--- src/verilog/icache_pkg.sv ---
package icache_pkg;

    // ------------------------------------------------------------------
    // bus widths
    // ------------------------------------------------------------------

    localparam int ADDR_W = 32;   // fetch and memory byte address
    localparam int WORD_W = 32;   // instruction / memory data word

    // ------------------------------------------------------------------
    // refill controller states
    // ------------------------------------------------------------------

    // idle     waiting for a registered miss
    // request  mem_valid up, no beat accepted yet
    // burst    streaming the remaining beats of the line
    // done     line complete, commit tag and valid bit
    typedef enum logic [1:0] {
        idle    = 2'd0,
        request = 2'd1,
        burst   = 2'd2,
        done    = 2'd3
    } refill_state_t;

endpackage

--- src/verilog/icache_way.sv ---
`timescale 1ns/100ps

module icache_way #(
    parameter int SET_BITS  = 4,
    parameter int LINE_BITS = 4,
    localparam int TAG_W     = icache_pkg::ADDR_W - SET_BITS - LINE_BITS,
    localparam int WORD_BITS = LINE_BITS - 2
) (
    input  logic                          clock,
    input  logic                          reset,

    // lookup
    input  logic [TAG_W-1:0]              req_tag,
    input  logic [SET_BITS-1:0]           req_set,
    input  logic [WORD_BITS-1:0]          req_word,
    output logic                          way_hit,
    output logic [icache_pkg::WORD_W-1:0] way_data,

    // line fill
    input  logic                          fill_en,
    input  logic                          fill_sel,
    input  logic [WORD_BITS-1:0]          fill_word,
    input  logic [icache_pkg::WORD_W-1:0] fill_data,
    input  logic                          fill_commit
);

    localparam int SETS  = 1 << SET_BITS;
    localparam int WORDS = 1 << WORD_BITS;

    logic [TAG_W-1:0]              tag_mem  [SETS];
    logic [icache_pkg::WORD_W-1:0] data_mem [SETS*WORDS];
    logic [SETS-1:0]               valid;

    logic [SET_BITS+WORD_BITS-1:0] rd_index;
    logic [SET_BITS+WORD_BITS-1:0] wr_index;
    logic                          line_write;
    logic                          line_commit;

    assign rd_index    = {req_set, req_word};
    assign wr_index    = {req_set, fill_word};
    assign line_write  = fill_en & fill_sel;
    assign line_commit = fill_commit & fill_sel;

    // ------------------------------------------------------------------
    // valid bits and registered tag compare
    // ------------------------------------------------------------------

    always_ff @(posedge clock) begin
        if (reset) begin
            valid   <= '0;
            way_hit <= 1'b0;
        end else begin
            way_hit <= valid[req_set] && (tag_mem[req_set] == req_tag);
            if (line_commit) begin
                valid[req_set] <= 1'b1;
            end else if (line_write) begin
                // a half-written line never looks valid
                valid[req_set] <= 1'b0;
            end
        end
    end

    always_ff @(posedge clock) begin
        if (line_commit) begin
            tag_mem[req_set] <= req_tag;
        end
    end

    // word array, one read port and one fill port
    always_ff @(posedge clock) begin
        if (line_write) begin
            data_mem[wr_index] <= fill_data;
        end
        way_data <= data_mem[rd_index];
    end

endmodule

--- config.mk ---
export PLATFORM = sky130hd
export DESIGN_NAME = icache_way
export DESIGN_NICKNAME = d
export VERILOG_FILES = /design/src/verilog/icache_pkg.sv /design/src/verilog/icache_way.sv
export SDC_FILE = /design/constraint.sdc
export NUM_CORES = 2
export LEC_CHECK = 0
export ABC_CLOCK_PERIOD_IN_PS = 10200
export BUFFER_PORTS_ARGS = -buffer_cell sky130_fd_sc_hd__buf_2
export CAP_MARGIN = 20
export CORE_UTILIZATION = 35
export DETAILED_ROUTE_END_ITERATION = 12
export HOLD_SLACK_MARGIN = 0.1
export MAX_ROUTING_LAYER = met4
export PLACE_DENSITY_LB_ADDON = 0.25
export SETUP_SLACK_MARGIN = 0.15
export SYNTH_ARGS = -nofsm -noshare
export SYNTH_HDL_FRONTEND = slang
export SYNTH_SLANG_ARGS = --single-unit
--- constraint.sdc ---
create_clock -name clock -period 10.2 [get_ports clock]
set_clock_uncertainty 0.1 [all_clocks]
set_input_delay 2.04 -clock clock [delete_from_list [all_inputs] [get_ports clock]]
set_output_delay 2.04 -clock clock [all_outputs]
set_load 0.02 [all_outputs]
==> metrics.txt <==
outcome=finished, final reports clean; flops & latches, synth=2,481; CTS H-tree lvls=5; area of the multi-input gates=0.0198 mm²; mux share of post-synthesis cell area=16.5%; fin crit period=5120 ps; DRT antenna net count=0; number of synthesized flops with an enable pin=2,432; crit-path leading delay family=simple AND/OR/NAND/NOR gates; crit-path cells=buf_4 > nor2b_2 > buf_4 > nand2_1 > nor2_2 > nand2_1 > inv_1 > buf_4; Layout Nets=4,545; vias in the first global route=45,800; final slew viol count=0; Max VDD drop=0.182 mV; Post-Synth Adder-Cell Area=0%; Seq. cell area=0.0740 mm²; Synth Area in Simple Gates=1.59%; layout cells sized above 1=28.7%; grt ovf=0; Initial Util=between 30% and 40%; clk buf depth=4; final setup TNS=0 ps; pin count of the biggest net entering global routing=110; CP Class=input port to register; Routed WL=277,000 µm; WL per Instance=33.6 µm; dpl hpwl=approximately 170,000 µm; syn avg cell area=22.7 µm²; area delta synth->final=15.1%; ys async rst share=0%; chip height=522 µm; Placement Setup Slack=4270 ps; initial DRC count=6,718; Max Fanout on Critical Path=40; CP Capture Type=register; most common cell after layout, fill and taps aside=edfxtp_1; sequential cell area fraction in the yosys report=78.3%; Filler Cells Inserted=23,500; initial antenna violation count=40; most frequent cells in the layout=edfxtp_1 (2,432), mux4_2 (640), clkbuf_16 (283); count of final hold-check violations=0; Max-cap violations=0; unrepaired setup endpoints after global routing=false; main combinational cell family by area after synthesis=multiplexers; GR Util All Layers=20.9%; Core Area=0.268 mm²; Die Span X=522 µm; ys flop type=edfxtp_1; Root Driver=clkbuf_16; num rows=190; Worst EP required=~11,000 ps; fin crit share=50.2%; startpoint types=input port; CP Data Arrival Time=5560 ps; vias per cell=5.67; Setup violations, final=0; clk_lat worst skew=930 ps; Post-CTS Setup Inserts=0; XOR/XNOR Fraction of Synth Area=less than 1%; routability cong.=0.863; TritonCTS clock tree=built; Yosys Warn Count=0; CP max stage delay=990 ps; Leak=33.8 nW; Synth Cell Area=0.0945 mm²; CTS Sinks=2,481; Ports=102; CTS buffer count=275; most numerous cell on the critical path=buf_4; Hold Crit Class=register to register; DRC=0; area of the die=0.272 mm²; DRT Pass-1 Iters=7; hold buffer count at CTS=0; Hold WS=385 ps; Worst-Margin Slew=1170 ps; Post-Syn Nets=4,235; I/O Buffers=101; # resized after CTS=0; Slew HR=a little over a fifth; setup ws final=roughly 5100 ps; CP max stage cell=nor2_2; Reg clk slew, reported paths=around 70 ps; Synth cell types=60; power per cell area=200 mW/mm²; compound-cell area share of the yosys netlist=2.07%; cell count after synthesis=4,166; maximum clock frequency=195 MHz; first-pass GRT wire length=381,000 µm; Vias=46,700; Buf/Inv on CP=4
[flip-flops by register name, indices dropped and copies added, names as in the netlist, named ones only]
name / cells
data_mem: 2048
tag_mem: 384
way_data: 32
way_hit: 1
[cell type report]
type	instances	share of cell area, %
inverters	24	0.0897
clock inverters	107	0.790
flip-flops and latches	2481	68.1
multi-input cells	1434	18.2
repair buffers	260	1.94
diodes	17	0.0391
clock buffers	355	6.82
well taps	3552	4.09
[cells by family after synthesis]
logic type	count (synthesis)
compound gates	298
mux	753
buf+inv	251
flops	2481
xor+xnor	23
simple gates	360
[synth_stat cells (7+ instances only)]
cell	n	area, µm²
a21oi_1	76	380
a221oi_1	7	61.3
a22oi_1	64	480
buf_1	12	45.0
buf_2	89	445
buf_4	30	225
clkbuf_1	90	338
dfxtp_1	49	981
edfxtp_1	2432	73000
inv_1	22	82.6
mux2i_1	109	1090
mux4_2	640	14400
nand2_1	191	717
nand3_1	28	140
nand4_1	7	43.8
nor2_1	92	345
nor3_1	12	60.1
o211ai_1	23	173
o21ai_0	65	325
o221ai_1	13	114
o22ai_1	11	68.8
xnor2_1	9	78.8
xor2_1	14	123
[routing by layer]
| metal | share of wire, % | routed length [µm] | track usage, % |
|---|---|---|---|
| met1 | 42 | 116000 | 29.2 |
| met2 | 46 | 127000 | 31.0 |
| met3 | 9.6 | 26700 | 4.49 |
| met4 | 2.6 | 7120 | 5.28 |
| met5 | 0 | 0 | - |
[per-stage QoR]
step / instances / total power (W) / instance area, µm² / utilization, %
2_1_floorplan: 4166 / 0.0121 / 94500 / -
3_3_place_gp: 7735 / 0.0127 / 100000 / 37.3
3_5_place_dp: 7750 / 0.0127 / 100000 / 37.5
4_1_cts: 8212 / 0.0219 / 109000 / 40.5
5_1_grt: 8219 / 0.0224 / 109000 / 40.5
6_report: 8230 / 0.0218 / 109000 / 40.6
[power breakdown]
| group | switching [W] | total (W) | internal, W |
|---|---|---|---|
| combinational | 0.000767 | 0.00114 | 0.000368 |
| clock | 0.00388 | 0.00934 | 0.00546 |
| sequential | 0.0000524 | 0.0113 | 0.0113 |
| total | 0.00470 | 0.0218 | 0.0171 |
[final timing paths]
path                                    to  slack, ps  cells past startpoint                       start
setup / recovery  tag_mem[11][5]$_DFFE_PP_       5080                      8                  req_set[3]
hold / removal                    register        390                      2                    register
setup reg to reg      way_data[22]$_DFF_P_       7300                      6  data_mem[13][22]$_DFFE_PP_
hold reg to reg                   register        390                      2                    register
[worst min-delay path: cells and delay by family (launching register included)]
kind	cells	cell delay, ps
AOI/OAI and AO/OA	2	130
DFF	1	310
Note: power is estimated with default switching activity, not from simulation.
