**src/verilog/icache_pkg.sv**
```systemverilog
package icache_pkg;

    // ------------------------------------------------------------------
    // bus widths
    // ------------------------------------------------------------------

    localparam int ADDR_W = 32;   // fetch and memory byte address
    localparam int WORD_W = 32;   // instruction / memory data word

    // ------------------------------------------------------------------
    // refill controller states
    // ------------------------------------------------------------------

    // idle     waiting for a registered miss
    // request  mem_valid up, no beat accepted yet
    // burst    streaming the remaining beats of the line
    // done     line complete, commit tag and valid bit
    typedef enum logic [1:0] {
        idle    = 2'd0,
        request = 2'd1,
        burst   = 2'd2,
        done    = 2'd3
    } refill_state_t;

endpackage

```
**src/verilog/icache_refill.sv**
```systemverilog
`timescale 1ns/100ps

module icache_refill #(
    parameter int WAYS      = 2,
    parameter int LINE_BITS = 4,
    localparam int WORD_BITS = LINE_BITS - 2
) (
    input  logic                          clock,
    input  logic                          reset,

    // lookup side
    input  logic                          req_active,
    input  logic                          lookup_hit,
    input  logic [icache_pkg::ADDR_W-1:0] req_addr,
    input  logic [WAYS-1:0]               req_victim,

    // memory burst port
    output logic                          mem_valid,
    output logic [icache_pkg::ADDR_W-1:0] mem_addr,
    output logic [7:0]                    mem_len,
    input  logic                          mem_ready,
    input  logic [icache_pkg::WORD_W-1:0] mem_data,
    input  logic                          mem_err,

    // fill toward the ways
    output logic                          fill_en,
    output logic [WAYS-1:0]               fill_way,
    output logic [WORD_BITS-1:0]          fill_word,
    output logic [icache_pkg::WORD_W-1:0] fill_data,
    output logic                          fill_commit,

    output logic                          refill_done,
    output logic                          refill_error
);

    localparam int WORDS = 1 << WORD_BITS;

    icache_pkg::refill_state_t state;

    logic [WORD_BITS-1:0] beat;       // index of the next word expected
    logic                 req_q;      // lookup result is for the held request
    logic                 served;     // refill already finished for it
    logic                 start;
    logic                 beat_take;
    logic                 last_beat;

    assign mem_len   = 8'(WORDS - 1);
    assign mem_valid = (state == icache_pkg::request) || (state == icache_pkg::burst);

    assign start     = (state == icache_pkg::idle) && req_active && req_q &&
                       !lookup_hit && !served;
    assign beat_take = mem_valid && mem_ready;
    assign last_beat = ({{(8-WORD_BITS){1'b0}}, beat} == mem_len);

    // beats go straight through to the victim way
    assign fill_en     = beat_take && !mem_err;
    assign fill_word   = beat;
    assign fill_data   = mem_data;
    assign fill_commit = (state == icache_pkg::done);

    // ------------------------------------------------------------------
    // refill FSM
    // ------------------------------------------------------------------

    always_ff @(posedge clock) begin
        if (reset) begin
            state        <= icache_pkg::idle;
            beat         <= '0;
            fill_way     <= '0;
            req_q        <= 1'b0;
            served       <= 1'b0;
            refill_done  <= 1'b0;
            refill_error <= 1'b0;
        end else begin
            req_q        <= req_active;
            refill_done  <= 1'b0;
            refill_error <= 1'b0;
            if (!req_active) begin
                served <= 1'b0;
            end
            case (state)
                icache_pkg::idle: begin
                    if (start) begin
                        state    <= icache_pkg::request;
                        beat     <= '0;
                        fill_way <= req_victim;   // victim fixed for the whole line
                    end
                end
                icache_pkg::request, icache_pkg::burst: begin
                    if (beat_take) begin
                        if (mem_err) begin
                            state        <= icache_pkg::idle;   // abort, no commit
                            refill_error <= 1'b1;
                            served       <= 1'b1;
                        end else if (last_beat) begin
                            state <= icache_pkg::done;
                        end else begin
                            state <= icache_pkg::burst;
                            beat  <= beat + 1'b1;
                        end
                    end
                end
                icache_pkg::done: begin
                    state       <= icache_pkg::idle;
                    refill_done <= 1'b1;
                    served      <= 1'b1;
                end
                default: state <= icache_pkg::idle;
            endcase
        end
    end

    // line-aligned burst address
    always_ff @(posedge clock) begin
        if (start) begin
            mem_addr <= {req_addr[icache_pkg::ADDR_W-1:LINE_BITS], {LINE_BITS{1'b0}}};
        end
    end

endmodule

```
**config.mk**
```make
export PLATFORM = sky130hd
export DESIGN_NAME = icache_refill
export DESIGN_NICKNAME = d
export VERILOG_FILES = /design/src/verilog/icache_pkg.sv /design/src/verilog/icache_refill.sv
export SDC_FILE = /design/constraint.sdc
export NUM_CORES = 1
export LEC_CHECK = 0
export ABC_AREA = 1
export BUFFER_PORTS_ARGS = -buffer_cell sky130_fd_sc_hd__clkbuf_2
export CAP_MARGIN = 20
export CORE_ASPECT_RATIO = 0.6
export CORE_MARGIN = 8
export CORE_UTILIZATION = 37
export CTS_CLUSTER_DIAMETER = 30
export DETAILED_ROUTE_END_ITERATION = 16
export PLACE_DENSITY = 0.9
export SETUP_SLACK_MARGIN = 0.02
export SLEW_MARGIN = 10
export SYNTH_ARGS = -nofsm -noshare
export SYNTH_HDL_FRONTEND = slang
export SYNTH_SLANG_ARGS = --single-unit
```
**constraint.sdc**
```tcl
create_clock -name clock -period 2.6 [get_ports clock]
set_input_delay 0.39 -clock clock [delete_from_list [all_inputs] [get_ports clock]]
set_output_delay 0.39 -clock clock [all_outputs]
set_load 0.02 [all_outputs]
```
==> results.py <==
metrics = {
    "global_routing": {
        "gr-total-overflow": 0,
        "grt_max_degree": 17,
        "antenna_found_initial": 0,
        "grt_usage": 0.0967,
        "first_global_vias": 1104,
        "grt_pass1_wl_microns": 5300,
    },
    "cells_and_area": {
        "final_cell_mix": "72 x clkbuf_2, 28 x edfxtp_1, 21 x nor2_1",
        "layout.nets": 276,
        "layout_commonest_cell": "clkbuf_2",
        "stdcell_area_sq_um": 2000,
        "area_delta_synth_final_pct": 16.8,
        "diodes": 0,
        "fill_cells": 435,
        "drive_gt1_frac": 0.433,
    },
    "worst_setup_path": {
        "r2r-start": "state[0]",
        "max_stage_delay_ps": 480,
        "start_kind": "register",
        "crit_family": "adder cells",
        "crit_buf_inv": 2,
        "worstPathCellList": "inv_1, ha_1, nand2_1, nor2_1, clkbuf_2",
        "crit_path_max_fanout": 11,
        "cp-startpoint": "state[0]",
        "slowest_stage": "ha_1",
        "critical_path_class": "register to output port",
        "cp-end-kind": "output port",
        "cp.arrival_ps": 1600,
        "required_ps": 2210,
    },
    "clock_network": {
        "cts-root-buf": "clkbuf_8",
        "cts_tree": "yes",
        "clock_path_buffers": 2,
        "h-tree-depth": 2,
        "cts_setup_buffers": 0,
        "cts_buffers": 5,
        "cts_sinks": 38,
        "clkLatencyLatePin_ps": 280,
        "ctsResizeCount": 0,
        "cts_hold_buf": 0,
        "clk_pin_slew_ps": 80,
    },
    "route": {
        "drt-pass1-iter-count": 3,
        "ant_nets": 0,
        "vias_per_cell": 4.17,
        "via_count": 1100,
        "dr.first_iter.drc_count": 34,
        "drc": 0,
        "wire_per_inst_microns": 13.3,
        "wirelength_microns": 3510,
    },
    "logic_synthesis": {
        "synth_largest_area_cell": "edfxtp_1",
        "synthCells": 154,
        "ys_warn_count": 0,
        "synth_top_area_share": 0.490,
        "ys_types": 16,
        "syn_area_per_cell_sq_um": 11.1,
        "netlist_area_sq_um": 1720,
        "synth_area_leaders": "edfxtp_1 49%, buf_4 19%, dfxtp_1 12%",
        "yosysSeqAreaShare": 0.606,
        "ys_ff_latch": 38,
    },
    "placement": {
        "gp_congestion": 0.759,
        "io_buffers": 72,
        "placed_area_sq_um": 1870,
        "hpwl_microns": 2970,
    },
    "run_status": {
        "status": "complete, no violations",
    },
    "floorplanning": {
        "start_util": 0.380,
        "num_io_pins": 153,
        "core_area_sq_um": 4520,
        "num_rows": 19,
        "die_w_microns": 104,
        "dieArea_sq_um": 7150,
        "die_y_microns": 68.8,
    },
    "timing": {
        "hold_viol": 0,
        "hold_slack_ps": 279,
        "fin_setup_tns_ps": 0,
        "drv_slew": 0,
        "setup_viol_count_final": 0,
        "fin_crit_ps": 1990,
        "fmax_mhz": 501,
        "rsz0062_at_grt": "false",
        "fin_crit_sh": 0.767,
        "skew_ps": 3.81,
    },
    "min_path": {
        "hold_start": "req_addr[6]",
        "hold_class": "primary input to register",
    },
    "pwr": {
        "ir_drop_uv": 279,
        "cellPowerDensity_nw_per_um2": 880,
        "cellLeakagePower_uw": 0.000961,
    },
    "run": {
        "cap_violations": 0,
    },
}
-- where the power goes --
part | internal [uW] | total, uW | switching (uW)
registers | 700 | 724 | 24.9
logic | 157 | 452 | 295
clock network | 384 | 587 | 203
total | 1240 | 1760 | 523
-- registers in the layout, summed over array words and instances, names as in the netlist --
register and count:
served 1, fill_way 2, refill_done 1, fill_word 2, req_q 1, refill_error 1, state 2, mem_addr 28
-- through the flow --
step	instances	util	setup WS, ps	total power [uW]
after floorplan	164	-	811	1180
after global placement	256	0.413	945	1180
after detailed placement	256	0.413	899	1200
after CTS	264	0.444	581	1790
after global routing	264	0.444	463	1890
final	264	0.444	605	1760
-- worst register-to-register path, cell delays in order, from the launching register on --
cell	delay [ps]
dfxtp_1	330
inv_1	80
ha_1	250
nand2_1	90
nor2_2	100
nand2_2	100
inv_1	90
buf_4	220
-- layout make-up --
type,instances,area [sq um],area share
tap,63,78.8,0.0393
inverter,14,52.6,0.0262
clock buffer,5,68.8,0.0343
timing repair buffer,74,375,0.187
sequential,38,1040,0.519
clock inverter,3,68.8,0.0343
multi-input combinational,67,319,0.159
-- path summary, 6_finish.rpt --
| path | endpoint | slack (ps) | cells past startpoint |
|---|---|---|---|
| hold / removal | mem_addr[6] | 280 | 1 |
| hold reg to reg | fill_way[0] | 490 | 2 |
| setup reg to reg | mem_addr[9] | 1050 | 7 |
| setup / recovery | fill_en | 610 | 5 |
-- cells in the mapped netlist --
cell type  number
inv_1          14
nand2_1        13
conb_1          2
a21boi_0        1
ha_1            4
buf_6           1
edfxtp_1       28
nor3_1          3
a21boi_1        1
nor2_1         21
nand3_1         3
dfxtp_1        10
nor2_2          1
o21ai_0         4
buf_4          44
nand2_2         4
-- routing by layer --
layer  global-route usage  vias up  share of wire
met5                    0        -              0
met4               0.0716        0          0.030
met3               0.0492       21           0.11
met2                0.156       57           0.46
met1               0.0998      495           0.40
li1                     -      527              -
-- cells by family (layout without fill, tap and decap cells) --
kind of cell,Yosys count,after routing,synth area share
compound gates,6,6,0.0204
fa+ha+maj,4,4,0.0292
buf+inv,59,96,0.230
flops,38,38,0.606
other cells,2,12,0.00437
simple gates,45,45,0.110
Note: power is estimated with default switching activity, not from simulation.
