==> src/verilog/icache_pkg.sv <==
package icache_pkg;

    // ------------------------------------------------------------------
    // bus widths
    // ------------------------------------------------------------------

    localparam int ADDR_W = 32;   // fetch and memory byte address
    localparam int WORD_W = 32;   // instruction / memory data word

    // ------------------------------------------------------------------
    // refill controller states
    // ------------------------------------------------------------------

    // idle     waiting for a registered miss
    // request  mem_valid up, no beat accepted yet
    // burst    streaming the remaining beats of the line
    // done     line complete, commit tag and valid bit
    typedef enum logic [1:0] {
        idle    = 2'd0,
        request = 2'd1,
        burst   = 2'd2,
        done    = 2'd3
    } refill_state_t;

endpackage

==> src/verilog/icache_request.sv <==
`timescale 1ns/100ps

module icache_request #(
    parameter int WAYS      = 2,
    parameter int SET_BITS  = 4,
    parameter int LINE_BITS = 4,
    localparam int TAG_W     = icache_pkg::ADDR_W - SET_BITS - LINE_BITS,
    localparam int WORD_BITS = LINE_BITS - 2
) (
    input  logic                          clock,
    input  logic                          reset,

    input  logic                          fetch_valid,
    input  logic [icache_pkg::ADDR_W-1:0] fetch_addr,
    input  logic                          fetch_ready,

    output logic                          req_active,
    output logic [icache_pkg::ADDR_W-1:0] req_addr,
    output logic [TAG_W-1:0]              req_tag,
    output logic [SET_BITS-1:0]           req_set,
    output logic [WORD_BITS-1:0]          req_word,

    input  logic                          refill_done,
    output logic [WAYS-1:0]               req_victim
);

    localparam int SETS = 1 << SET_BITS;

    logic [WAYS-1:0] victim_ptr [SETS];  // one-hot, one per set
    logic [WAYS-1:0] cur_ptr;

    // address fields of the held request
    assign req_tag  = req_addr[icache_pkg::ADDR_W-1 -: TAG_W];
    assign req_set  = req_addr[LINE_BITS +: SET_BITS];
    assign req_word = req_addr[2 +: WORD_BITS];

    assign cur_ptr    = victim_ptr[req_set];
    assign req_victim = cur_ptr;

    // ------------------------------------------------------------------
    // request hold
    // ------------------------------------------------------------------

    always_ff @(posedge clock) begin
        if (reset) begin
            req_active <= 1'b0;
        end else if (req_active && fetch_ready) begin
            req_active <= 1'b0;       // answered, free next cycle
        end else if (!req_active && fetch_valid) begin
            req_active <= 1'b1;
        end
    end

    always_ff @(posedge clock) begin
        if (!req_active && fetch_valid) begin
            req_addr <= fetch_addr;   // held until the ready pulse
        end
    end

    // round-robin victim pointer, rotates once per installed line
    always_ff @(posedge clock) begin
        if (reset) begin
            for (int s = 0; s < SETS; s++) begin
                victim_ptr[s] <= WAYS'(1);
            end
        end else if (refill_done) begin
            victim_ptr[req_set] <= (cur_ptr << 1) | (cur_ptr >> (WAYS - 1));
        end
    end

endmodule

==> config.mk <==
export PLATFORM = sky130hd
export DESIGN_NAME = icache_request
export DESIGN_NICKNAME = d
export VERILOG_FILES = /design/src/verilog/icache_pkg.sv /design/src/verilog/icache_request.sv
export SDC_FILE = /design/constraint.sdc
export NUM_CORES = 1
export LEC_CHECK = 0
export ABC_AREA = 1
export ABC_CLOCK_PERIOD_IN_PS = 2200
export BUFFER_PORTS_ARGS = -buffer_cell sky130_fd_sc_hd__buf_2
export CAP_MARGIN = 20
export CORE_UTILIZATION = 46
export CTS_CLUSTER_DIAMETER = 60
export DETAILED_ROUTE_END_ITERATION = 7
export PLACE_DENSITY = 0.85
export SETUP_SLACK_MARGIN = 0.05
export SLEW_MARGIN = 20
export SYNTH_ARGS = -nofsm -noshare
export SYNTH_HDL_FRONTEND = slang
export SYNTH_SLANG_ARGS = --single-unit
==> constraint.sdc <==
create_clock -name clock -period 2.2 [get_ports clock]
set_input_delay 0.33 -clock clock [delete_from_list [all_inputs] [get_ports clock]]
set_output_delay 0.33 -clock clock [all_outputs]
set_load 0.02 [all_outputs]
==> key figures, run 1 <==
Yosys
  • Largest cells by area after synthesis: edfxtp_1, nand2_1, buf_4
  • Synth area leader: edfxtp_1
  • Synthesis Warnings: 0
  • Mapped Area: 0.00320 sq mm
  • Mapped Cells: 297
  • Post-synth cell types: 20
  • Avg Cell Area, Syn: 10.8 sq um
  • Synthesized flop and latch total: around 70
  • Sequential-to-total area share from yosys stat: 0.632
  • Area share of the largest cell type after synthesis: 0.600
  • Syn Nets: 334

Floorplanning
  • Core footprint: 0.00676 sq mm
  • Initial Util: 0.474
  • Site row count: 30
  • Die Span X: 85.4 microns
  • # IOs: just over 100
  • Die Area: 0.00730 sq mm
  • Die Y: roughly 85 microns

Power
  • LEAKAGE: between 0.0015 and 0.002 uW
  • Max IR drop VDD: 624 uV
  • Total Power: 2980 uW
  • PwrDens: 782 mW/mm^2

CTS
  • Root Driver: clkbuf_8
  • Number of CTS-inserted buffers: 9
  • Htree depth: 3
  • Clock Pin Slew Worst Setup and Hold Paths: roughly 0.08 ns
  • CTS max path bufs: 2
  • Worst-Skew Late Latency: 0.34 ns
  • CTS sink cnt: 69
  • CTS tree: done

Worst setup path
  • Slowest stage delay, CP: 0.38 ns
  • Reg2reg path depth: 4
  • Crit path max fanout: 13
  • CP dominant cell by count: nor2_1
  • Worst EP required: approximately 1.9 ns
  • Worst Setup EP: req_victim[1]
  • Critical path type: flop to output pin
  • Reg2reg start: req_addr[6]
  • Reg-to-Reg End: victim_ptr[12][1]
  • Crit-path cells: buf_6 > nor2_1 > nor2_1 > o21ai_0 > nand3_1 > nand3_4 > nand2_1 > buf_2
  • Endpoint class of the critical path: output pin
  • R2R Setup Slk: 0.45 ns
  • Crit path launch type: flop
  • Critical Path AT: 1.62 ns
  • Slowest library cell on the worst path: dfxtp_4

Timing
  • Final cycle utilization of the critical path: 0.887
  • Endpoints failing hold: 0
  • Setup violations, final: 0
  • Clk_skew: about 0.0075 ns
  • Slew of the pin with the lowest slew margin: 0.614 ns
  • RSZ-0062 raised after global routing: no
  • Setup TNS: 0 ns
  • Slew margin rel.: 0.588
  • Max Clk Rate: 513 MHz
  • Final max-slew violation count: 0
  • Fin crit period: 1.95 ns

GRT
  • GR Overflow Total: 0
  • Global-route wire length before repair: 10,700 microns
  • Vias in the first global route: approximately 2,300
  • Largest net degree at the start of global routing: between 40 and 50
  • All-Layer GR Usage: 0.194
  • Initial antenna violation count: 0

Layout
  • Ratio of cells with drive above 1 in the final layout: 0.388
  • Synthesis-to-finish area growth: 18.9%
  • Most common cell after layout, fill and taps aside: buf_2
  • Nets: 421
  • Commonest non-fill, non-tap cells in the layout: buf_2, edfxtp_1, nand2_1
  • Diode count: 0

Placed design
  • PortBufs: between 100 and 150
  • Placer Congestion: 0.861
  • DP HPWL: a little over 5000 microns

Route
  • Final Routed Wirelength: between 6000 and 7000 microns
  • Met2 WL: 3850 microns
  • Initial drt markers: 172
  • WL met3: 472 microns
  • Vias: 2,376
  • Met1 WL: roughly 2500 microns
  • DRT antenna net count: 0
  • WL/cell: roughly 15 microns
  • Drt drc: 0
  • Pre-Repair DR Iteration Count: 4
  • Vias per inst: 5.07
  • Top Layer Used: met4

Status
  • Status: complete, no violations

Job
  • Max cap viols: 0

Worst hold path
  • Hold/Removal Path Class: input port to flop
## layer usage
metal,global-route usage,vias to the layer above
li1,-,1130
met1,0.202,1122
met2,0.370,107
met3,0.0516,17
met4,0.0727,0
met5,0,-
## cell families (layout without fill, tap and decap cells)
kind of cell           count (synthesis)  after routing  synth area share
and+or+nand+nor                      120            120             0.164
buffers and inverters                 80            172             0.147
DFF                                   69             69             0.632
AOI/OAI and AO/OA                     28             28            0.0575
## power breakdown
group          leakage [uW]  switching, uW  total [uW]  internal [uW]
clock network     0.0000829            521         943            422
logic              0.000995            327         489            162
registers          0.000627           43.5        1550           1500
## worst min path at each step
stage	start	depth (start not counted)	endpoint
2_1_floorplan	reset	1	req_active
3_3_place_gp	fetch_addr[17]	1	req_addr[17]
3_5_place_dp	fetch_addr[31]	1	req_addr[31]
4_1_cts	fetch_addr[18]	1	req_addr[18]
5_1_grt	fetch_addr[20]	1	req_addr[20]
6_report	fetch_addr[18]	1	req_addr[18]
## timing repair
action                     CTS  global route
hold buffers                 0             0
pin swaps                    0             1
setup endpoints to repair    1             1
buffers inserted             0             4
gates resized for setup      1             5
## stage by stage
step / cell area (sq um) / hold WS [ns] / utilization / worst slack, ns / instances
floorplan: 3200 / 0.408 / - / 0.395 / 297
global placement: 3570 / 0.506 / 0.528 / 0.401 / 449
detailed placement: 3570 / 0.508 / 0.528 / 0.363 / 449
CTS: 3750 / 0.149 / 0.555 / 0.0815 / 465
global route: 3800 / 0.141 / 0.563 / 0.104 / 469
finish: 3800 / 0.154 / 0.563 / 0.249 / 469
## final cells by class
type | count | area (sq um)
fill | 573 | 2950
sequential | 69 | 2030
multi-input combinational | 148 | 732
timing repair buffer | 114 | 607
inverter | 42 | 158
clock buffer | 9 | 124
tap | 80 | 100
clock inverter | 7 | 57.6
## cells in the mapped netlist
cell type and instances:
edfxtp_1 64, nand2_1 61, inv_1 39, buf_4 30, nand3_1 29, nor2_1 21, a21oi_2 9, o21ai_0 8
a21oi_1 7, buf_6 6, dfxtp_1 5, nand3_2 5, o211ai_1 3, inv_2 2, nand2_2 2, nor3_1 2
a211oi_1 1, buf_8 1, clkbuf_1 1, clkinv_1 1
## flip-flops by register name, indices dropped and copies added, names as in the netlist, named ones only
name	flops
req_active	1
victim_ptr	32
req_addr	32
## critical path: cells and delay by family, from the launching register on
family                 cells  cell delay (ns)
buffers and inverters      2             0.31
AO/OA/AOI/OAI              1             0.09
flip-flops                 1             0.38
AND/OR/NAND/NOR            5             0.49
No activity file was read; power rests on OpenSTA's default activity.
==> run 2: changes to the inputs <==
- CORE_ASPECT_RATIO: unset -> 1.4
- CORE_UTILIZATION: 46 -> 48
- CTS_BUF_LIST: unset -> sky130_fd_sc_hd__clkbuf_4
- PLACE_DENSITY: 0.85 -> 0.88
==> run 2 against run 1 <==
Against the previous run: sequential power about the same; largest cell class unchanged; via count down 1.3%; die area shrank 4.0%; design area decreased by 0.76%.
==> key figures, run 2 (synthesis results as in run 1) <==
Floorplanning
  • Die Span X: 71.0 microns
  • # IOs: 102
  • Site row count: 34
  • Initial Util: 0.505
  • Die Area: 0.00700 sq mm
  • Die Y: about 99 microns
  • Core footprint: 0.00634 sq mm

Timing
  • Setup violations, final: 0
  • Clk_skew: slightly below 0.02 ns
  • Final cycle utilization of the critical path: 0.929
  • Setup TNS: 0 ns
  • Final max-slew violation count: 0
  • Max Clk Rate: 489 MHz
  • RSZ-0062 raised after global routing: no
  • Slew margin rel.: 0.661
  • Fin crit period: roughly 2 ns
  • Endpoints failing hold: 0
  • Slew of the pin with the lowest slew margin: just over 0.5 ns

CTS
  • Root Driver: clkbuf_4
  • CTS tree: done
  • Htree depth: 3
  • CTS max path bufs: 2
  • Worst-Skew Late Latency: 0.42 ns
  • CTS sink cnt: 69
  • Number of CTS-inserted buffers: 9
  • Setup Buffers After CTS: 0
  • Clock Pin Slew Worst Setup and Hold Paths: 0.13 ns

Worst setup path
  • Crit-path cells: buf_8 > nand2_1 > nand3_1 > nand3_2 > nand3_2 > nand2_1 > buf_2
  • Slowest stage delay, CP: 0.39 ns
  • Critical path type: flop to output pin
  • CP bufs+invs: 2
  • Crit path max fanout: 15
  • Slowest library cell on the worst path: dfxtp_4
  • Worst EP required: 1.87 ns
  • Delay-heaviest family, CP: simple AND/OR/NAND/NOR gates
  • Endpoint class of the critical path: output pin
  • Crit path launch type: flop
  • Critical Path AT: 1.71 ns

Route
  • Drt drc: 0
  • Vias per inst: 5.14
  • WL/cell: 15.6 microns
  • Vias: 2,344
  • Final Routed Wirelength: 7120 microns
  • Pre-Repair DR Iteration Count: 5
  • DRT antenna net count: 0
  • Initial drt markers: 96

Placed design
  • DP HPWL: 5360 microns
  • PortBufs: approximately 100
  • Placer Congestion: about 0.90

Layout
  • Commonest non-fill, non-tap cells in the layout: buf_2, edfxtp_1, nand2_1
  • Top Registers: req_addr (32), victim_ptr (32), req_active (1)
  • Filler cells: around 470
  • Nets: 415
  • Ratio of cells with drive above 1 in the final layout: 0.379
  • Synthesis-to-finish area growth: 18.0%
  • Most common cell after layout, fill and taps aside: buf_2

Job
  • Max cap viols: 0

GRT
  • Met1 Usage GRT: 0.195
  • Global-route wire length before repair: roughly 11,000 microns
  • All-Layer GR Usage: 0.215
  • Met2 Use GR: 0.407
  • Busiest grt layer: met2
  • Vias in the first global route: 2,300
  • Met3 Use GR: 0.0521
  • Initial antenna violation count: 1
  • GR Overflow Total: 0
  • Largest net degree at the start of global routing: 38

Worst hold path
  • Hold/Removal Path Class: input port to flop

Power
  • Total Power: 3070 uW
  • PwrDens: 814 mW/mm^2
  • Max IR drop VDD: 733 uV
  • LEAKAGE: 0.00170 uW

Status
  • Status: complete, no violations
-- run 2: changes by cell type in the layout (fill, tap and decap cells not counted), sizes merged --
cell,delta
clkinvlp,-3
diode,+1
buf,-6
clkinv,+1
bufinv,+3
inv,-1
-- run 2: worst reg2reg max path: cells and delay by family (launching register included) --
family	cells	cell delay, ns
flip-flops	1	0.39
AND/OR/NAND/NOR	5	0.54
buffers and inverters	2	0.35
AO/OA/AOI/OAI	1	0.08
-- run 2: what timing repair did --
action	4_1_cts	5_1_grt
cloned	0	0
gates resized for setup	1	9
hold buffers	0	0
endpoints found under the setup margin	2	2
-- run 2: area by class of cell --
type                    instances  area, sq um  area share
flip-flops and latches         69         2030       0.537
clock buffers                   9         67.6      0.0179
diodes                          1         2.50    0.000663
inverters                      42          160      0.0424
multi-input cells             148          739       0.196
clock inverters                 7          121      0.0321
well taps                      72         90.1      0.0239
repair buffers                108          566       0.150
-- run 2: metal layers --
layer,up-vias,routed length (microns)
met5,-,0
li1,1119,-
met4,0,330
met1,1084,2360
met2,115,4040
met3,26,386
-- run 2: through the flow --
| step | instances | util | worst slack (ns) | area (sq um) | hold slack (ns) |
|---|---|---|---|---|---|
| floorplan | 297 | - | 0.395 | 3200 | 0.408 |
| global placement | 439 | 0.559 | 0.523 | 3540 | 0.506 |
| detailed placement | 439 | 0.559 | 0.477 | 3540 | 0.508 |
| CTS | 455 | 0.589 | 0.0774 | 3730 | 0.0592 |
| global route | 456 | 0.596 | 0.0500 | 3780 | 0.0495 |
| finish | 456 | 0.596 | 0.155 | 3780 | 0.0697 |
-- run 2: final timing paths --
| path | slack [ns] | from | cells after the start | endpoint |
|---|---|---|---|---|
| hold / removal | 0.07 | fetch_addr[2] | 1 | req_addr[2] |
| hold reg to reg | 0.57 | req_active | 1 | req_active |
| setup / recovery | 0.16 | flop | 7 | req_victim[0] |
| setup reg to reg | 0.58 | flop | 8 | victim_ptr[14][0] |
-- run 2: where the power goes --
group	switching, uW	internal [uW]	total [uW]
clock network	477	583	1060
logic	323	146	469
registers	44.2	1500	1550
