### src/verilog/icache_pkg.sv
package icache_pkg;

    // ------------------------------------------------------------------
    // bus widths
    // ------------------------------------------------------------------

    localparam int ADDR_W = 32;   // fetch and memory byte address
    localparam int WORD_W = 32;   // instruction / memory data word

    // ------------------------------------------------------------------
    // refill controller states
    // ------------------------------------------------------------------

    // idle     waiting for a registered miss
    // request  mem_valid up, no beat accepted yet
    // burst    streaming the remaining beats of the line
    // done     line complete, commit tag and valid bit
    typedef enum logic [1:0] {
        idle    = 2'd0,
        request = 2'd1,
        burst   = 2'd2,
        done    = 2'd3
    } refill_state_t;

endpackage

### src/verilog/icache_hit_select.sv
`timescale 1ns/100ps

module icache_hit_select #(
    parameter int WAYS = 2
) (
    input  logic                               clock,
    input  logic                               reset,

    input  logic                               req_active,
    input  logic [WAYS-1:0]                    way_hit,
    input  logic [WAYS*icache_pkg::WORD_W-1:0] way_data,

    input  logic                               refill_done,
    input  logic                               refill_error,
    output logic                               lookup_hit,

    output logic                               fetch_ready,
    output logic [icache_pkg::WORD_W-1:0]      fetch_data,
    output logic                               fetch_error
);

    logic [icache_pkg::WORD_W-1:0] hit_word;
    logic                          req_q;      // way_hit belongs to the held request
    logic                          answered;   // one pulse per request
    logic                          respond;

    // at most one way hits, so OR of masked words is the select
    always_comb begin
        hit_word = '0;
        for (int i = 0; i < WAYS; i++) begin
            if (way_hit[i]) begin
                hit_word = hit_word | way_data[i*icache_pkg::WORD_W +: icache_pkg::WORD_W];
            end
        end
    end

    assign lookup_hit = |way_hit;

    // refill_done itself does not answer, the reread of the new line does
    assign respond = req_active && !answered && !refill_done &&
                     ((req_q && lookup_hit) || refill_error);

    always_ff @(posedge clock) begin
        if (reset) begin
            req_q       <= 1'b0;
            answered    <= 1'b0;
            fetch_ready <= 1'b0;
            fetch_error <= 1'b0;
        end else begin
            req_q       <= req_active;
            fetch_ready <= respond;
            fetch_error <= respond && refill_error;
            if (!req_active) begin
                answered <= 1'b0;
            end else if (respond) begin
                answered <= 1'b1;
            end
        end
    end

    always_ff @(posedge clock) begin
        if (respond) begin
            fetch_data <= refill_error ? '0 : hit_word;   // zero on bus error
        end
    end

endmodule

### config.mk
export PLATFORM = sky130hd
export DESIGN_NAME = icache_hit_select
export DESIGN_NICKNAME = d
export VERILOG_FILES = /design/src/verilog/icache_pkg.sv /design/src/verilog/icache_hit_select.sv
export SDC_FILE = /design/constraint.sdc
export NUM_CORES = 1
export LEC_CHECK = 0
export ABC_AREA = 1
export BUFFER_PORTS_ARGS = -buffer_cell sky130_fd_sc_hd__buf_2
export CORE_MARGIN = 3
export CORE_UTILIZATION = 45
export CTS_CLUSTER_DIAMETER = 80
export DETAILED_ROUTE_END_ITERATION = 8
export GPL_TIMING_DRIVEN = 0
export PLACE_DENSITY_LB_ADDON = 0.05
export RECOVER_POWER = 25
export SLEW_MARGIN = 20
export SYNTH_ARGS = -nofsm -noshare
export SYNTH_HDL_FRONTEND = slang
export SYNTH_SLANG_ARGS = --single-unit
### constraint.sdc
create_clock -name clock -period 4.5 [get_ports clock]
set_input_delay 0.225 -clock clock [delete_from_list [all_inputs] [get_ports clock]]
set_output_delay 0.225 -clock clock [all_outputs]
set_load 0.005 [all_outputs]
==> results of run 1 <==
==> worst min-delay path by stage <==
stage                     startpoint           to  slack [ns]
final                          reset  fetch_error        0.06
after CTS                      reset  fetch_error        0.04
after global routing           reset  fetch_error        0.04
after detailed placement       reset  fetch_error        0.42
after global placement         reset  fetch_error        0.42
after floorplan                reset  fetch_error        0.30
==> cells by family (layout without fill, tap and decap cells) <==
group	count (synthesis)	count (layout)	share of synthesized area, %
simple gates	72	72	17.23
compound gates	34	34	10.74
flops	36	36	64.30
buf+inv	17	127	7.729
==> power by group through the flow <==
| stage | clock network (uW) | logic (uW) | registers, uW |
|---|---|---|---|
| global route | 182 | 106 | 384 |
| CTS | 168 | 98.1 | 383 |
| floorplan | 0 | 44.7 | 393 |
| detailed placement | 0 | 97.7 | 391 |
| global placement | 0 | 96.7 | 390 |
| finish | 160 | 94.0 | 383 |
==> metal layers <==
| layer | up-vias | part of all wire, % |
|---|---|---|
| met2 | 74 | 48 |
| met4 | 0 | 1.2 |
| li1 | 745 | - |
| met5 | - | 0 |
| met1 | 658 | 39 |
| met3 | 6 | 13 |
==> worst register-to-register path: stages, from the launching register on <==
cell,delay (ns)
dfxtp_1,0.34
nor3_2,0.19
nand2_1,0.12
inv_2,0.53
==> state kept, by name, summed over array words and instances, names as in the netlist <==
register	flops
req_q	1
fetch_data	32
fetch_error	1
answered	1
fetch_ready	1
==> Yosys cell counts, drive strengths merged <==
| cell | count |
|---|---|
| o21ai | 1 |
| or2 | 1 |
| edfxtp | 32 |
| nand2 | 67 |
| a21oi | 33 |
| nor3 | 1 |
| nor2 | 3 |
| inv | 5 |
| buf | 12 |
| dfxtp | 4 |
==> cell usage in the layout (no fill, tap or decap), types with 3 or more instances in the layout <==
cell type  netlist  routed
nand2_1         67      67
buf_6            7       4
a21oi_1         33      33
dfxtp_1          4       4
inv_1            5       4
edfxtp_1        32      32
nor2_1           3       3
clkbuf_1         0       4
buf_2            4     106
clkbuf_4         0       5
==> per-stage QoR <==
| step | instance area, sq um | power, uW | hold WS, ns |
|---|---|---|---|
| 4_1_cts | 2238 | 649.2 | 0.04123 |
| 6_report | 2212 | 637.2 | 0.06239 |
| 5_1_grt | 2212 | 672.5 | 0.03920 |
| 3_3_place_gp | 2187 | 487.2 | 0.4192 |
| 2_1_floorplan | 1619 | 437.7 | 0.2965 |
| 3_5_place_dp | 2187 | 488.5 | 0.4166 |
==> final cells by class <==
cell class,count,area (sq um),area share [%]
plain buffers,12,80.08,3.620
clock buffers,5,37.54,1.697
flip-flops and latches,36,1041,47.06
clock inverters,3,13.76,0.6222
well taps,46,57.56,2.602
multi-input cells,106,452.9,20.48
repair buffers,102,510.5,23.08
inverters,5,18.77,0.8484
==> impl_metrics.json, run 1 <==
{
  "status": "finished, final reports clean",
  "internal_power_uw": 483.5,
  "worstPathArrival_ns": 1.51,
  "place.detailed.hpwl_mm": 2.810,
  "dp_slack_ns": 2.959,
  "gr-total-overflow": 0,
  "r2r-end": "fetch_data[26]",
  "grt.busiest_layer": "met2",
  "cts_tree": "done",
  "die_w_um": 65.98,
  "critPathBufInv": 1,
  "path_class": "register to register",
  "rsz0062_at_grt": "no",
  "drtAntennaViolNets": 0,
  "cts_buffers": 5,
  "synthTopCellsByArea": "edfxtp_1, nand2_1, a21oi_1",
  "initial_core_util_pct": 47.77,
  "num_rows": 21,
  "drive_above_1_share_pct": 44.98,
  "insertion_delay_ns": 0.33,
  "synth.distinct_cells": 12,
  "diodes": 0,
  "rrSetupSlack_ns": 2.96,
  "seq_area_frac_synth_pct": 64.30,
  "synth_nets": 230,
  "setup_violations": 0,
  "grt.met3_usage_pct": 8.503,
  "slew_headroom_pct": 53.71,
  "drc": 0,
  "fin_crit_sh_pct": 34.25,
  "grt_max_degree": 33,
  "coreArea_sq_mm": 0.003390,
  "fin_cells": 315,
  "syn2layout_area_growth_pct": 36.63,
  "hold_depth": 2,
  "grt_use_total_pct": 17.75,
  "path_delay_family": "buffers and inverters",
  "nets": 339,
  "place_congestion": 0.6845,
  "worst_pin_slew_ns": 0.6933,
  "drt_iter0_markers": 104,
  "synth-seq-cells": 36,
  "wl_per_cell_um": 12.17,
  "final-hold-violation-count": 0,
  "portBuffers": 102,
  "clockPowerShare_pct": 25.2,
  "drv_cap": 0,
  "fin_tns_setup_ns": 0,
  "post-place-cells": 307,
  "netlist_area_sq_mm": 0.001619,
  "worstPathRequired_ns": 4.47,
  "p_sw_share_pct": 24.12,
  "power_leakage_uw": 0.001030,
  "cts_resized": 0,
  "yosysWarnings": 0,
  "worst-path-max-fanout": 32,
  "fin_crit_ns": 1.541,
  "cp-end-kind": "register",
  "cts-root-buf": "clkbuf_4",
  "cp-startpoint": "answered",
  "vias": 1483,
  "path_cells": "nor3_2, nand2_1, inv_2",
  "met2_usage_pct": 31.29,
  "io_pins": 106,
  "clk_pin_slew_worst_paths_ns": 0.10,
  "reg2reg_from": "answered",
  "cts_max_level": 2,
  "setup.worst_path.start_class": "register",
  "maxSlewViolCount": 0,
  "avgSynthCellArea_sq_um": 10.18,
  "synth_top_area_cell": "edfxtp_1",
  "p_per_area_mw_per_mm2": 288.1,
  "fin_skew_ns": 0.006428,
  "viasPerCell": 4.708,
  "first_global_vias": 1324,
  "crit_path_max_incr_delay_ns": 0.52,
  "die_y_um": 65.98,
  "dieArea_sq_mm": 0.004353,
  "hold_buffers": 0,
  "syn_inst": 159,
  "grtUsageMet1_pct": 18.29,
  "fin_util_pct": 65.26,
  "power_frac_comb_pct": 14.8,
  "grt_pass1_wl_mm": 5.706,
  "p_seq_share_pct": 60.1,
  "antenna_found_initial": 0,
  "drt-pass1-iter-count": 4,
  "slowest_stage": "inv_2",
  "switching_power_uw": 153.7,
  "cts_setup_buffers": 0,
  "nFillCells": 305,
  "cts_sinks": 36,
  "fin_ws_ns": 2.959,
  "fmax_ghz": 0.6489,
  "path_depth": 3,
  "ir_drop_mv": 0.1777,
  "synth_top_area_share_pct": 59.35,
  "clk_path_buf_depth": 2,
  "drt-total-wl_mm": 3.835,
  "crit_end": "fetch_data[26]",
  "r2r_cells": 3,
  "hold_class": "input pin to register"
}
Note: power is estimated with default switching activity, not from simulation.
==> run 2, diff against run 1 <==
--- a/config.mk
+++ b/config.mk
@@ -5,10 +5,10 @@
 export SDC_FILE = /design/constraint.sdc
 export NUM_CORES = 1
 export LEC_CHECK = 0
-export ABC_AREA = 1
+export ABC_AREA = 0
 export BUFFER_PORTS_ARGS = -buffer_cell sky130_fd_sc_hd__buf_2
 export CORE_MARGIN = 3
-export CORE_UTILIZATION = 45
+export CORE_UTILIZATION = 37
 export CTS_CLUSTER_DIAMETER = 80
 export DETAILED_ROUTE_END_ITERATION = 8
 export GPL_TIMING_DRIVEN = 0
==> constraint.sdc (replaced) <==
create_clock -name clock -period 1.4 [get_ports clock]
set_input_delay 0.07 -clock clock [delete_from_list [all_inputs] [get_ports clock]]
set_output_delay 0.07 -clock clock [all_outputs]
set_load 0.005 [all_outputs]
==> run 2 against run 1 <==
Compared with the run above: global-route usage is 1.8 points lower; clock power increased to 4.2 times the previous value; worst hold slack lost 0.029 ns; synthesized cell count is 23% lower; area after synthesis decreased by 5.6%; sequential share of layout area decreased by 0.67 points; clock skew fell by 0.0030 ns.
==> impl_metrics.json, run 2 <==
{
  "maxSlewViolCount": 0,
  "grt_pass1_wl_mm": 6.127,
  "finalInstanceArea_sq_mm": 0.002250,
  "synth_ff_type": "edfxtp_1",
  "power.total_uw": 2235,
  "grt_use_total_pct": 15.95,
  "initial_core_util_pct": 39.96,
  "drt-total-wl_mm": 3.834,
  "worst-path-max-fanout": 13,
  "fin_crit_ns": 1.293,
  "synth_async_sr_flop_share_pct": 0,
  "rrSetupSlack_ns": 0.11,
  "avgSynthCellArea_sq_um": 12.53,
  "portBuffers": 102,
  "hold_class": "input pin to register",
  "fmax_ghz": 0.7737,
  "grt_max_degree": 14,
  "synth_top_area_share_pct": 62.85,
  "drive_above_1_share_pct": 51.68,
  "gr-total-overflow": 0,
  "die_w_um": 70.29,
  "fin_skew_ns": 0.003465,
  "insertion_delay_ns": 0.28,
  "place_congestion": 0.7899,
  "drt_iter0_markers": 65,
  "path_class": "register to register",
  "largest_reg_flops": 32,
  "drc": 0,
  "nets": 308,
  "setup.worst_path.start_class": "register",
  "synthTopCellsByArea": "edfxtp_1, a22oi_1, nor2_1",
  "layout_common_cells": "buf_2, a22oi_1, nor2_1, edfxtp_1, clkbuf_1",
  "fin_crit_sh_pct": 92.32,
  "die_y_um": 70.29,
  "cts_sinks": 36,
  "cts-root-buf": "clkbuf_8",
  "cts_max_level": 2,
  "ir_drop_mv": 0.5686,
  "yosysWarnings": 0,
  "post_dp_cell_area_sq_mm": 0.002145,
  "diodes": 0,
  "final-hold-violation-count": 0,
  "synth.distinct_cells": 14,
  "synth_nets": 193,
  "cts_tree": "done",
  "top_register": "fetch_data",
  "cp-end-kind": "register",
  "syn_inst": 122,
  "drv_cap": 0,
  "num_rows": 22,
  "synth_top_area_cell": "edfxtp_1",
  "clk_pin_slew_worst_paths_ns": 0.07,
  "setup_violations": 0,
  "antenna_found_initial": 0,
  "viasPerCell": 4.867,
  "synth-seq-cells": 36,
  "coreArea_sq_mm": 0.003826,
  "synthTopCellsByCount": "a22oi_1, edfxtp_1, nor2_1, buf_2, dfxtp_1",
  "vias": 1392,
  "drtAntennaViolNets": 0,
  "first_global_vias": 1371,
  "cts_buffers": 5,
  "fin_tns_setup_ns": 0,
  "status": "finished, final reports clean",
  "place.detailed.hpwl_mm": 2.970,
  "netlist_area_sq_mm": 0.001529,
  "synth-edff-count": 32,
  "seq_area_frac_synth_pct": 68.09,
  "worst_pin_slew_ns": 0.4330,
  "dieArea_sq_mm": 0.004940,
  "fin_util_pct": 58.80,
  "layout_commonest_cell": "buf_2",
  "slew_headroom_pct": 71.13,
  "clk_path_buf_depth": 2,
  "worstPathRequired_ns": 1.39,
  "syn2layout_area_growth_pct": 47.14,
  "wl_per_cell_um": 13.41,
  "cts_resized": 0,
  "io_pins": 106,
  "rsz0062_at_grt": "no",
  "drt-pass1-iter-count": 4,
  "p_per_area_mw_per_mm2": 993.3,
  "worstPathArrival_ns": 1.28,
  "power_leakage_uw": 0.001003
}
==> run 2: changes by cell type in the layout (fill, tap and decap cells not counted), sizes merged <==
| cell | previous run | this run |
|---|---|---|
| o21a | 0 | 1 |
| dlygate4sd3 | 0 | 1 |
| nor2b | 0 | 1 |
| inv | 5 | 1 |
| a22oi | 0 | 32 |
| clkinv | 3 | 1 |
| clkbuf | 9 | 12 |
| nor4b | 0 | 3 |
| nor3 | 1 | 0 |
| a21oi | 33 | 2 |
| nor2 | 3 | 32 |
| nand2 | 67 | 0 |
| buf | 110 | 114 |
==> run 2: layout make-up <==
cell class / count / area (sq um)
fillers: 341 / 1577
flip-flops and latches: 36 / 1044
repair buffers: 108 / 565.5
multi-input cells: 73 / 440.4
clock buffers: 7 / 76.32
well taps: 48 / 60.06
plain buffers: 12 / 56.30
clock inverters: 1 / 3.754
inverters: 1 / 3.754
==> run 2: critical path, stage by stage, from the launching register on <==
cell,delay [ns]
dfxtp_2,0.33
a21oi_2,0.07
nor4b_4,0.26
buf_6,0.17
buf_6,0.17
==> run 2: final timing paths <==
| check | start | end | cells past startpoint |
|---|---|---|---|
| setup / recovery | req_q | fetch_data[27] | 4 |
| hold reg to reg | answered | fetch_error | 1 |
| setup reg to reg | req_q | fetch_data[27] | 4 |
| hold / removal | refill_done | fetch_error | 2 |
==> run 2: report_power, final <==
group	switching, uW	internal (uW)	leakage (uW)
combinational	154	166	0.000638
sequential	11.5	1220	0.000325
clock	333	346	0.0000399
==> run 2: repair_timing <==
action                                  CTS  global route
pin swaps                                 1             1
gates cloned                              0             0
hold endpoints to repair                  1             0
hold buffers                              1             0
endpoints found under the setup margin   32            13
setup buffers                             1             2
==> run 2: metal layers <==
metal	share of wire [%]	GRT usage, %	up-vias
li1	-	-	692
met1	37	18.11	626
met2	51	27.13	69
met3	10	6.906	5
met4	1.1	4.468	0
met5	0	0	-
==> run 2: through the flow <==
step	cells	hold slack [ns]	setup WS [ns]
finish	286	0.03337	0.1075
detailed placement	274	0.2638	-0.3942
floorplan	122	0.1486	-0.5106
global route	286	0.03533	0.04699
global placement	272	0.2552	-0.9358
CTS	284	0.01954	0.02107
==> run 2: cell families after synthesis <==
family | count (synthesis) | share of synthesized area [%]
and+or+nand+nor | 37 | 10.56
DFF | 36 | 68.09
AOI/OAI and AO/OA | 36 | 17.43
buffers and inverters | 13 | 3.927
==> run 3, diff against run 2 <==
--- a/config.mk
+++ b/config.mk
@@ -6,11 +6,11 @@
 export NUM_CORES = 1
 export LEC_CHECK = 0
 export ABC_AREA = 0
-export BUFFER_PORTS_ARGS = -buffer_cell sky130_fd_sc_hd__buf_2
 export CORE_MARGIN = 3
-export CORE_UTILIZATION = 37
+export CORE_UTILIZATION = 55
 export CTS_CLUSTER_DIAMETER = 80
 export DETAILED_ROUTE_END_ITERATION = 8
+export DONT_BUFFER_PORTS = 1
 export GPL_TIMING_DRIVEN = 0
 export PLACE_DENSITY_LB_ADDON = 0.05
 export RECOVER_POWER = 25
==> constraint.sdc (replaced) <==
create_clock -name clock -period 1.1 [get_ports clock]
set_input_delay 0.055 -clock clock [delete_from_list [all_inputs] [get_ports clock]]
set_output_delay 0.055 -clock clock [all_outputs]
set_load 0.005 [all_outputs]
==> run 3 against run 2 <==
Compared with the run above: the run now ends with setup timing left; worst setup slack got worse by 0.34 ns; critical path depth is the same; flip-flop and latch count stayed put; global-route usage increased by 14 points; final area is 7.2% higher; via count grew 10%; utilization up 35 points; die area decreased by 30%; clock power is 4.7% higher; register-to-register slack got worse by 0.34 ns; combinational power grew 57%; sequential share of layout area down 3.2 points; critical path type unchanged; critical endpoint is now fetch_data[5].
==> impl_metrics.json, run 3 (synthesis results as in run 2) <==
{
  "fin_skew_ns": 0.01779,
  "fin_crit_ns": 1.332,
  "drive_above_1_share_pct": 13.73,
  "fmax_ghz": 0.7510,
  "drv_cap": 0,
  "die_y_um": 58.73,
  "first_global_vias": 1461,
  "violations": "setup timing",
  "worst_pin_slew_ns": 0.4615,
  "gr-total-overflow": 0,
  "grt_use_total_pct": 30.28,
  "drc": 0,
  "layout_common_cells": "dlygate4sd3_1, a22oi_1, nor2_1, edfxtp_1, buf_2",
  "worstPathRequired_ns": 1.17,
  "place.detailed.hpwl_mm": 2.449,
  "hold_class": "input pin to register",
  "cts_max_level": 2,
  "p_per_area_mw_per_mm2": 1165,
  "grtUsageMet1_pct": 29.22,
  "fin_crit_sh_pct": 121.1,
  "grt.met3_usage_pct": 11.18,
  "worst-path-max-fanout": 5,
  "nets": 275,
  "die_w_um": 58.73,
  "final-hold-violation-count": 0,
  "cp-end-kind": "register",
  "fin_util_pct": 93.96,
  "path_class": "register to register",
  "slew_headroom_pct": 69.23,
  "insertion_delay_ns": 0.36,
  "coreArea_sq_mm": 0.002567,
  "io_pins": 106,
  "viasPerCell": 6.536,
  "ir_drop_mv": 1.403,
  "setup.worst_path.start_class": "register",
  "grt_max_degree": 14,
  "dieArea_sq_mm": 0.003449,
  "power_leakage_uw": 0.0009021,
  "drt-pass1-iter-count": 5,
  "place_congestion": 0.6742,
  "fin_ws_ns": -0.2316,
  "cts-root-buf": "clkbuf_4",
  "num_rows": 18,
  "cts_buffers": 5,
  "maxSlewViolCount": 0,
  "setup_violations": 32,
  "met2_usage_pct": 58.52,
  "status": "complete, but fails checks",
  "antenna_found_initial": 0,
  "initial_core_util_pct": 59.55,
  "worstPathArrival_ns": 1.40,
  "grt.busiest_layer": "met2",
  "clk_pin_slew_worst_paths_ns": 0.11,
  "largest_reg_flops": 32,
  "vias": 1536,
  "drt_iter0_markers": 168,
  "top_register": "fetch_data",
  "holdWs_ns": 0.008980,
  "clk_path_buf_depth": 2,
  "drtAntennaViolNets": 0,
  "rsz0062_at_grt": "yes",
  "drt-total-wl_mm": 6.163,
  "grt_pass1_wl_mm": 7.300,
  "layout_commonest_cell": "dlygate4sd3_1",
  "cts_tree": "done",
  "wl_per_cell_um": 26.23,
  "syn2layout_area_growth_pct": 57.77,
  "portBuffers": 0,
  "cts_sinks": 36
}
run 3: changes by cell type in the layout (fill, tap and decap cells not counted), sizes merged:
cell         delta
buf            -97
clkbuf          -2
dlygate4sd3    +65
diode           +1
run 3: final cells by class:
class | count | area, sq um
diodes | 1 | 2.502
clock buffers | 6 | 41.29
well taps | 30 | 37.54
repair buffers | 75 | 773.2
clock inverters | 1 | 5.005
inverters | 1 | 3.754
flip-flops and latches | 36 | 1042
fillers | 73 | 155.1
multi-input cells | 73 | 450.4
plain buffers | 12 | 56.30
run 3: what timing repair did:
item / CTS / global route
hold buffers: 64 / 2
endpoints found under the setup margin: 32 / 32
setup buffers: 4 / 2
pin swaps: 1 / 2
cloned: 1 / 1
resized for setup: 5 / 5
hold endpoints to repair: 36 / 2
run 3: final timing paths:
path	to	slack, ns	from	cells after the start
setup reg to reg	fetch_data[5]	-0.23	req_q	4
hold reg to reg	fetch_ready	0.57	answered	1
setup / recovery	fetch_data[5]	-0.23	req_q	4
hold / removal	fetch_data[17]	0.009	way_data[17]	2
run 3: report_power, final:
| group | internal [uW] | total [uW] | switching (uW) |
|---|---|---|---|
| logic | 277 | 504 | 227 |
| registers | 1560 | 1590 | 37.1 |
| clock network | 236 | 711 | 475 |
| total | 2070 | 2810 | 739 |
run 3: critical path: stages (launching register included):
cell     delay [ns]
dfxtp_2        0.37
a21oi_4        0.07
nor4b_4        0.28
buf_6          0.19
buf_4          0.14
run 3: per-layer routing:
| layer | wire length [um] | up-vias |
|---|---|---|
| met5 | 0 | - |
| met4 | 306 | 0 |
| met3 | 692 | 33 |
| met2 | 3252 | 167 |
| met1 | 1912 | 711 |
| li1 | - | 625 |
run 3: stage by stage:
step	TNS, ns	instances	power [uW]	area, sq um	worst slack, ns
6_report	-6.695	235	2809	2412	-0.2316
2_1_floorplan	-25.98	122	1786	1545	-0.8117
5_1_grt	-7.084	234	2865	2410	-0.2399
4_1_cts	-6.552	230	2662	2337	-0.2300
3_5_place_dp	-11.73	154	1843	1598	-0.4155
3_3_place_gp	-38.27	152	1827	1583	-1.197
